<file path="config.mk">
export PLATFORM = sky130hd
export DESIGN_NAME = dma_probe_top
export DESIGN_NICKNAME = d
export VERILOG_FILES = /design/src/verilog/dma_probe_pkg.sv /design/src/verilog/bank_arbiter.sv /design/src/verilog/data_ram.sv /design/src/verilog/dma_probe_regs.sv /design/src/verilog/dma_probe_seq.sv /design/src/verilog/dma_probe_top.sv
export SDC_FILE = /design/constraint.sdc
export NUM_CORES = 2
export LEC_CHECK = 0
export BUFFER_PORTS_ARGS = -buffer_cell sky130_fd_sc_hd__buf_2
export CORE_ASPECT_RATIO = 0.7
export CORE_MARGIN = 3
export CORE_UTILIZATION = 42
export DETAILED_ROUTE_END_ITERATION = 10
export GPL_ROUTABILITY_DRIVEN = 0
export SLEW_MARGIN = 20
export SYNTH_ARGS = -nofsm -noshare
export SYNTH_HDL_FRONTEND = slang
export SYNTH_SLANG_ARGS = --single-unit
export TNS_END_PERCENT = 1
</file>
<file path="constraint.sdc">
create_clock -name mclk -period 3.7 [get_ports mclk]
set_clock_uncertainty 0.05 [all_clocks]
set_input_delay 0.37 -clock mclk [delete_from_list [all_inputs] [get_ports mclk]]
set_output_delay 0.37 -clock mclk [all_outputs]
set_load 0.1 [all_outputs]
</file>
<file path="src/verilog/dma_probe_pkg.sv">
`default_nettype none

package dma_probe_pkg;

  // ====================
  // Peripheral bus and register map
  // ====================
  localparam int PER_AW  = 14;                // Peripheral word address width
  localparam logic [PER_AW:0] BASE_ADDR = 15'h0070;  // Byte base, aligned to DEC_WD
  localparam int DEC_WD  = 3;                 // Address bits seen by the decoder
  localparam int DEC_SZ  = 1 << DEC_WD;       // One-hot decode width

  // Byte offsets inside the probe window
  localparam logic [DEC_WD-1:0] REG_ADDR  = 3'h0;
  localparam logic [DEC_WD-1:0] REG_CNT   = 3'h2;
  localparam logic [DEC_WD-1:0] REG_TRACE = 3'h4;

  // One-hot positions of each register
  localparam logic [DEC_SZ-1:0] REG_ADDR_D  = DEC_SZ'(1) << REG_ADDR;
  localparam logic [DEC_SZ-1:0] REG_CNT_D   = DEC_SZ'(1) << REG_CNT;
  localparam logic [DEC_SZ-1:0] REG_TRACE_D = DEC_SZ'(1) << REG_TRACE;

  // ====================
  // Burst and RAM geometry
  // ====================
  localparam int BURST_LEN = 16;              // Request cycles per burst
  localparam int RAM_AW    = 15;              // Word address, addr[15:1]
  localparam int BANK_BIT  = 0;               // Even/odd word picks the bank
  localparam int BANK_CNT  = 2;
  localparam int BANK_W    = $clog2(BANK_CNT);
  localparam int RAM_DEPTH = 64;              // Words per bank
  localparam int RAM_IW    = $clog2(RAM_DEPTH);

  typedef logic [PER_AW-1:0]            per_addr_t;
  typedef logic [15:0]                  word_t;
  typedef logic [RAM_AW-1:0]            waddr_t;
  typedef logic [BURST_LEN-1:0]         trace_t;     // One stall bit per burst cycle
  typedef logic [$clog2(BURST_LEN)-1:0] burst_cnt_t;
  typedef logic [BANK_W-1:0]            bank_t;

  typedef enum logic [1:0] {
    SEQ_IDLE,
    SEQ_WAIT,    // Delay countdown
    SEQ_BURST,   // DMA request held
    SEQ_DONE
  } seq_state_t;

  // CPU side port, fixed priority on the RAM
  typedef struct packed {
    logic       en;
    logic [1:0] we;    // Byte write enables, zero for read
    waddr_t     addr;
    word_t      din;
  } cpu_req_t;

  // Probe read request
  typedef struct packed {
    logic   en;
    waddr_t addr;
  } dma_req_t;

  // Register block to sequencer
  typedef struct packed {
    waddr_t target;
    logic   cnt_wr;    // Single cycle pulse on CNT write
    word_t  cnt_val;
  } probe_cfg_t;

  // Sequencer back to register block
  typedef struct packed {
    word_t  cnt;
    trace_t trace;
  } probe_stat_t;

endpackage

`default_nettype wire

</file>
<file path="src/verilog/bank_arbiter.sv">
`timescale 1ns/100ps
`default_nettype none

module bank_arbiter import dma_probe_pkg::*; (
  input  wire                       mclk,
  input  cpu_req_t                  cpu,
  input  dma_req_t                  dma,
  output logic                      dma_ready,
  output logic [BANK_CNT-1:0]       bank_en,
  output logic [BANK_CNT-1:0][1:0]  bank_we,
  output waddr_t [BANK_CNT-1:0]     bank_addr,
  output word_t  [BANK_CNT-1:0]     bank_din,
  input  word_t  [BANK_CNT-1:0]     bank_dout,
  output word_t                     cpu_dout
);

  bank_t cpu_bank;     // Bank hit by the CPU this cycle
  bank_t dma_bank;
  bank_t cpu_bank_q;   // Bank of last cycle's CPU access
  logic  collide;

  assign cpu_bank = cpu.addr[BANK_BIT +: BANK_W];
  assign dma_bank = dma.addr[BANK_BIT +: BANK_W];

  // ====================
  // Collision
  // ====================

  // Same bank, same cycle, both asking
  assign collide   = cpu.en & dma.en & (cpu_bank == dma_bank);
  assign dma_ready = ~collide;

  // ====================
  // Bank steering
  // ====================

  always_comb begin
    logic cpu_hit;
    logic dma_hit;
    for (int b = 0; b < BANK_CNT; b++) begin
      cpu_hit = cpu.en & (cpu_bank == bank_t'(b));
      dma_hit = dma.en & (dma_bank == bank_t'(b)) & ~cpu_hit;  // CPU wins

      bank_en[b]   = cpu_hit | dma_hit;
      bank_we[b]   = cpu_hit ? cpu.we : 2'b00;     // DMA only reads
      bank_addr[b] = cpu_hit ? cpu.addr : dma.addr;
      bank_din[b]  = cpu.din;                      // Only written on a CPU hit
    end
  end

  // ====================
  // CPU read return
  // ====================

  // RAM answers one cycle late, so remember the bank
  always_ff @(posedge mclk) begin
    cpu_bank_q <= cpu_bank;
  end

  assign cpu_dout = bank_dout[cpu_bank_q];

endmodule

`default_nettype wire

</file>
<file path="src/verilog/data_ram.sv">
`timescale 1ns/100ps
`default_nettype none

module data_ram import dma_probe_pkg::*; (
  input  wire                       mclk,
  input  wire  [BANK_CNT-1:0]       bank_en,
  input  wire  [BANK_CNT-1:0][1:0]  bank_we,
  input  waddr_t [BANK_CNT-1:0]     bank_addr,
  input  word_t  [BANK_CNT-1:0]     bank_din,
  output word_t  [BANK_CNT-1:0]     bank_dout
);

  // ====================
  // One array per bank
  // ====================

  for (genvar b = 0; b < BANK_CNT; b++) begin : g_bank
    word_t             mem [RAM_DEPTH];
    logic [RAM_IW-1:0] idx;

    // Bank bit is the LSB, index starts above it
    assign idx = bank_addr[b][BANK_W +: RAM_IW];

    always_ff @(posedge mclk) begin
      if (bank_en[b]) begin
        if (bank_we[b][0]) mem[idx][7:0]  <= bank_din[b][7:0];   // Low byte
        if (bank_we[b][1]) mem[idx][15:8] <= bank_din[b][15:8];  // High byte
        if (bank_we[b] == 2'b00) begin
          bank_dout[b] <= mem[idx];        // Registered read
        end
      end
    end
  end

endmodule

`default_nettype wire

</file>
<file path="src/verilog/dma_probe_regs.sv">
`timescale 1ns/100ps
`default_nettype none

module dma_probe_regs import dma_probe_pkg::*; (
  input  wire         mclk,
  input  wire         puc_rst,
  input  per_addr_t   per_addr,
  input  word_t       per_din,
  input  wire         per_en,
  input  wire   [1:0] per_we,
  output word_t       per_dout,
  output probe_cfg_t  cfg,
  input  probe_stat_t stat
);

  // ====================
  // Address decode
  // ====================

  logic              reg_sel;    // Access falls in the probe window
  logic [DEC_WD-1:0] reg_addr;   // Byte offset inside the window
  logic [DEC_SZ-1:0] reg_dec;
  logic              reg_write;
  logic              reg_read;
  logic [DEC_SZ-1:0] reg_wr;
  logic [DEC_SZ-1:0] reg_rd;
  word_t             addr_reg;   // ADDR register, byte address

  // Word address bits above the decoder against the byte base
  assign reg_sel  = per_en & (per_addr[PER_AW-1:DEC_WD-1] == BASE_ADDR[PER_AW:DEC_WD]);
  assign reg_addr = {per_addr[DEC_WD-2:0], 1'b0};  // Back to byte offset

  // Only the three known offsets light a bit
  assign reg_dec = (REG_ADDR_D  & {DEC_SZ{reg_addr == REG_ADDR}})
                 | (REG_CNT_D   & {DEC_SZ{reg_addr == REG_CNT}})
                 | (REG_TRACE_D & {DEC_SZ{reg_addr == REG_TRACE}});

  assign reg_write =  (|per_we) & reg_sel;
  assign reg_read  = ~(|per_we) & reg_sel;

  assign reg_wr = reg_dec & {DEC_SZ{reg_write}};
  assign reg_rd = reg_dec & {DEC_SZ{reg_read}};

  // ====================
  // Registers
  // ====================

  // Target address, written as a byte address
  always_ff @(posedge mclk or posedge puc_rst) begin
    if (puc_rst) begin
      addr_reg <= '0;
    end else if (reg_wr[REG_ADDR]) begin
      addr_reg <= per_din;
    end
  end

  // CNT itself lives in the sequencer
  assign cfg.cnt_wr  = reg_wr[REG_CNT];         // High only in the write cycle
  assign cfg.cnt_val = per_din;
  assign cfg.target  = addr_reg[15:1];          // Drop byte bit

  // ====================
  // Read-back
  // ====================

  // Zero when unselected or on a hole in the map
  assign per_dout = ({$bits(word_t){reg_rd[REG_ADDR]}}  & addr_reg)
                  | ({$bits(word_t){reg_rd[REG_CNT]}}   & stat.cnt)
                  | ({$bits(word_t){reg_rd[REG_TRACE]}} & word_t'(stat.trace));

endmodule

`default_nettype wire

</file>
<file path="src/verilog/dma_probe_seq.sv">
`timescale 1ns/100ps
`default_nettype none

module dma_probe_seq import dma_probe_pkg::*; (
  input  wire         mclk,
  input  wire         puc_rst,
  input  probe_cfg_t  cfg,
  output probe_stat_t stat,
  output dma_req_t    dma,
  input  wire         dma_ready
);

  seq_state_t state;
  word_t      delay_cnt;    // Doubles as the CNT read value
  burst_cnt_t burst_cnt;
  trace_t     trace;
  logic       wait_last;    // Final delay cycle
  logic       burst_last;   // Final request cycle

  assign wait_last  = (state == SEQ_WAIT)  && (delay_cnt == word_t'(1));
  assign burst_last = (state == SEQ_BURST) && (burst_cnt == burst_cnt_t'(BURST_LEN - 1));

  // ====================
  // State machine
  // ====================

  always_ff @(posedge mclk or posedge puc_rst) begin
    if (puc_rst) begin
      state <= SEQ_IDLE;
    end else if (cfg.cnt_wr) begin
      // Any CNT write restarts, even mid burst
      state <= (cfg.cnt_val == '0) ? SEQ_IDLE : SEQ_WAIT;
    end else begin
      case (state)
        SEQ_WAIT:  if (wait_last)  state <= SEQ_BURST;
        SEQ_BURST: if (burst_last) state <= SEQ_DONE;
        default:   state <= state;                 // IDLE and DONE hold
      endcase
    end
  end

  // ====================
  // Delay counter
  // ====================

  // N loaded on the write edge, burst starts N edges later
  always_ff @(posedge mclk or posedge puc_rst) begin
    if (puc_rst) begin
      delay_cnt <= '0;
    end else if (cfg.cnt_wr) begin
      delay_cnt <= cfg.cnt_val;
    end else if (state == SEQ_WAIT) begin
      delay_cnt <= delay_cnt - word_t'(1);         // Reaches 0 as burst opens
    end else if (burst_last) begin
      delay_cnt <= '1;                             // Done marker
    end
  end

  // ====================
  // Burst counter
  // ====================

  always_ff @(posedge mclk or posedge puc_rst) begin
    if (puc_rst) begin
      burst_cnt <= '0;
    end else if (cfg.cnt_wr) begin
      burst_cnt <= '0;
    end else if (state == SEQ_BURST) begin
      burst_cnt <= burst_cnt + burst_cnt_t'(1);    // Wraps to 0 on the last cycle
    end
  end

  // ====================
  // Stall trace
  // ====================

  // First burst cycle ends up in the MSB
  always_ff @(posedge mclk or posedge puc_rst) begin
    if (puc_rst) begin
      trace <= '0;
    end else if ((state == SEQ_BURST) && !cfg.cnt_wr) begin
      trace <= {trace[BURST_LEN-2:0], ~dma_ready};
    end
  end

  // Stall never stretches the burst
  assign dma.en   = (state == SEQ_BURST);
  assign dma.addr = cfg.target;

  assign stat.cnt   = delay_cnt;
  assign stat.trace = trace;

endmodule

`default_nettype wire

</file>
<file path="src/verilog/dma_probe_top.sv">
`timescale 1ns/100ps
`default_nettype none

module dma_probe_top import dma_probe_pkg::*; (
  input  wire        mclk,
  input  wire        puc_rst,
  input  per_addr_t  per_addr,
  input  word_t      per_din,
  input  wire        per_en,
  input  wire  [1:0] per_we,
  output word_t      per_dout,
  input  cpu_req_t   cpu,
  output word_t      cpu_dout,
  output logic       dma_en,
  output waddr_t     dma_addr
);

  probe_cfg_t  cfg;
  probe_stat_t stat;
  dma_req_t    dma;
  logic        dma_ready;

  // RAM side of the arbiter
  logic [BANK_CNT-1:0]       bank_en;
  logic [BANK_CNT-1:0][1:0]  bank_we;
  waddr_t [BANK_CNT-1:0]     bank_addr;
  word_t  [BANK_CNT-1:0]     bank_din;
  word_t  [BANK_CNT-1:0]     bank_dout;

  // ====================
  // Probe
  // ====================

  dma_probe_regs i_regs (
    .mclk     (mclk),
    .puc_rst  (puc_rst),
    .per_addr (per_addr),
    .per_din  (per_din),
    .per_en   (per_en),
    .per_we   (per_we),
    .per_dout (per_dout),
    .cfg      (cfg),
    .stat     (stat)
  );

  dma_probe_seq i_seq (
    .mclk      (mclk),
    .puc_rst   (puc_rst),
    .cfg       (cfg),
    .stat      (stat),
    .dma       (dma),
    .dma_ready (dma_ready)
  );

  // ====================
  // Memory side
  // ====================

  bank_arbiter i_arb (
    .mclk      (mclk),
    .cpu       (cpu),
    .dma       (dma),
    .dma_ready (dma_ready),
    .bank_en   (bank_en),
    .bank_we   (bank_we),
    .bank_addr (bank_addr),
    .bank_din  (bank_din),
    .bank_dout (bank_dout),
    .cpu_dout  (cpu_dout)
  );

  data_ram i_ram (
    .mclk      (mclk),
    .bank_en   (bank_en),
    .bank_we   (bank_we),
    .bank_addr (bank_addr),
    .bank_din  (bank_din),
    .bank_dout (bank_dout)
  );

  assign dma_en   = dma.en;     // Exported for observation
  assign dma_addr = dma.addr;

endmodule

`default_nettype wire
</file>
==> impl_metrics.csv <==
group,metric,value,unit
worst_setup_path,path_class,"reg2reg",
layout,top_regs,"i_ram.g_bank.mem: 2048 flops, i_ram.bank_dout: 32 flops",
drt,drc,0,
global_routing,grt.total_usage,0.245,
floorplanning,core,0.195,mm2
floorplanning,top_level_ports,117,
worst_setup_path,crit_path_start_kind,"flip-flop",
logic_synthesis,ys_types,79,
hold_path,hold_class,"in2reg",
logic_synthesis,yosysSeqAreaShare,0.772,
timing,worst_pin_slew,1150,ps
run_status,run_status,"finished clean",
timing,fmax,281,MHz
place,numPortBuffers,108,
floorplanning,dieArea,0.202,mm2
global_routing,antenna_found_initial,22,
logic_synthesis,synth-seq-cells,2135,
worst_setup_path,worstSetupEndpointType,"flip-flop",
layout,final_common_cell,"edfxtp_1",
layout,largest_reg_flops,2048,
logic_synthesis,syn-cell-area,0.0826,mm2
place,place_hpwl,158,mm
logic_synthesis,synth_warnings,0,
floorplanning,rows,135,
floorplanning,die_h,377,um
cts,htree_num_levels,4,
drt,antenna_left,0,
place,preCtsSetupSlack,105,ps
global_routing,use_met3,0.0683,
power_and_ir_drop,p_leak,31.2,nW
drt,vias,53536,
timing,maxSlewHeadroom,0.233,
cts,clock_sinks,2135,
timing,period_share,0.963,
logic_synthesis,avgSynthCellArea,14.7,um2
cts,cts_tree,"yes",
layout,fillers,16519,
global_routing,grt_use_met2,0.342,
floorplanning,die_w,536,um
global_routing,met1_usage,0.378,
cts,clk_pin_slew,60,ps
timing,finalSetupViolations,0,
global_routing,grt_max_degree,99,
layout,final_cell_mix,"2080 x edfxtp_1, 844 x o21ai_0, 597 x nand2_1, 473 x buf_4, 366 x nor2_1",
timing,setup_ws,137,ps
place,place_inst,8488,
logic_synthesis,synth_nets,5709,
drt,via_per_inst,6.05,
worst_setup_path,worstPathRequired,4210,ps
worst_setup_path,crit_chain,"a21o_1 > nor2_2 > buf_4 > o21ai_0 > nand3_1 > o21ai_0 > buf_4 > nand4_1 > or4_1",
timing,hold_viol_final,0,
logic_synthesis,synth_edf_count,2080,
worst_setup_path,critPathMaxStageDelay,670,ps
run,maxCapViolCount,0,
drt,wl_per_cell,28.6,um
power_and_ir_drop,peakVddDrop,0.000332,V
floorplanning,initial_utilization,0.425,
worst_setup_path,cp_slowest_cell,"dfrtp_1",
drt,drtPass1Iterations,6,
layout,fin_nets,6175,
global_routing,grt_pass1_vias,50714,
worst_setup_path,worstPathArrival,4080,ps
layout,instances_no_fill,8855,
cts,root_buffer,"clkbuf_16",
drt,wirelength,253,mm
worst_setup_path,critPathMaxFanout,15,
global_routing,top_usage_layer,"met1",
global_routing,overflow,0,
layout,area_delta_synth_final,16.3,%
timing,rsz0062_at_grt,"false",
timing,layout_min_cycle_time,3560,ps
drt,drtIter0Drc,7521,
cts,numCtsBuffers,197,
layout,regMostFlops,"i_ram.g_bank.mem",
logic_synthesis,postSynthCellCount,5637,
logic_synthesis,ys.flop_type,"edfxtp_1",
global_routing,grt_pass1_wl,363,mm
cts,clk_latency,860,ps
power_and_ir_drop,p_per_area,498,mW/mm2
timing,tns,0,ps
logic_synthesis,synth_async_sr_flop_share,0.0253,
timing,final_max_slew_viol_count,0,
layout,drive_gt1_frac,0.162,
cts,ctsLongestPathBuffers,4,
-- Yosys cell counts, types with 12 or more instances --
| cell | number | share of area |
|---|---|---|
| mux2i_1 | 42 | 0.0051 |
| o21bai_1 | 12 | 0.0011 |
| buf_1 | 28 | 0.0013 |
| buf_2 | 57 | 0.0035 |
| a31oi_1 | 42 | 0.0032 |
| mux2_2 | 46 | 0.0063 |
| a221oi_1 | 71 | 0.0075 |
| nor2_1 | 400 | 0.018 |
| a21oi_1 | 80 | 0.0048 |
| nand2_1 | 597 | 0.027 |
| and4_1 | 39 | 0.0041 |
| nor3_1 | 26 | 0.0016 |
| edfxtp_1 | 2080 | 0.76 |
| nand3_1 | 158 | 0.0096 |
| o21ai_0 | 844 | 0.051 |
| dfrtp_1 | 54 | 0.016 |
| a22oi_1 | 296 | 0.027 |
| buf_4 | 21 | 0.0019 |
| a22o_1 | 55 | 0.0058 |
| or4_1 | 22 | 0.0020 |
| o22ai_1 | 28 | 0.0021 |
| nand4_1 | 185 | 0.014 |
| clkbuf_1 | 265 | 0.012 |
-- critical path: cells and delay by family, from the launching register on --
family	cells	cell delay [ps]
buffers and inverters	2	440
AO/OA/AOI/OAI	3	790
AND/OR/NAND/NOR	4	1330
flip-flops	1	670
-- worst paths after layout --
path,start,to,slack (ps),depth (start not counted)
max reg2reg,i_regs.addr_reg[4]$_DFFE_PP0P_,i_ram.bank_dout[25]$_DFFE_PP_,140,9
min in group asynchronous,puc_rst,i_seq.trace[13]$_DFFE_PP0P_,50,3
min,cpu[12],i_ram.g_bank[1].mem[36][12]$_DFFE_PP_,30,1
min reg2reg,i_regs.addr_reg[0]$_DFFE_PP0P_,i_regs.addr_reg[0]$_DFFE_PP0P_,460,1
max in group asynchronous,puc_rst,i_regs.addr_reg[14]$_DFFE_PP0P_,2690,4
max,i_regs.addr_reg[4]$_DFFE_PP0P_,i_ram.bank_dout[25]$_DFFE_PP_,140,9
-- cells by family after synthesis --
kind of cell               after synthesis  synth area share
buffers and inverters                  380            0.0192
AOI/OAI and AO/OA                     1519             0.112
muxes                                   89            0.0115
and+or+nand+nor                       1507            0.0836
xor gates and xnor gates                 4          0.000424
adders and majority gates                3          0.000454
DFF                                   2135             0.772
-- per-stage QoR --
stage | cell area, um2 | power (mW) | util | hold slack (ps)
detailed placement | 89900 | 28.8 | 0.462 | 353
CTS | 96100 | 48.0 | 0.494 | 14.0
finish | 96100 | 47.8 | 0.494 | 31.3
floorplan | 82600 | 27.7 | - | 348
global route | 96100 | 49.1 | 0.494 | 37.1
global placement | 89900 | 28.7 | 0.462 | 345
-- area by class of cell --
class	instances	area [um2]	area share
Antenna cell	5	12.5	0.000130
Clock buffer	257	5270	0.0548
Clock inverter	86	721	0.00750
Inverter	8	30.0	0.000313
Multi-Input combinational cell	3122	17700	0.184
Sequential cell	2135	63800	0.664
Tap cell	2603	3260	0.0339
Timing Repair Buffer	639	5300	0.0552
-- report_power, final --
part | switching, mW | internal (mW)
clock | 8.80 | 10.8
sequential | 0.0196 | 26.6
combinational | 1.27 | 0.423
total | 10.1 | 37.7
-- per-layer routing --
layer,wire length [um],share of wire,up-vias
li1,-,-,22923
met1,109000,0.43,27000
met4,5080,0.020,2
met3,32700,0.13,363
met5,12,0.000047,-
met2,106000,0.42,3248
-- repair_timing --
action | 4_1_cts | 5_1_grt
resized for setup | 0 | 1
buffers inserted | 0 | 0
endpoints found under the hold margin | 85 | 0
hold buffers | 19 | 0
setup endpoints to repair | 0 | 1
Power figures use the tool's default switching activity.
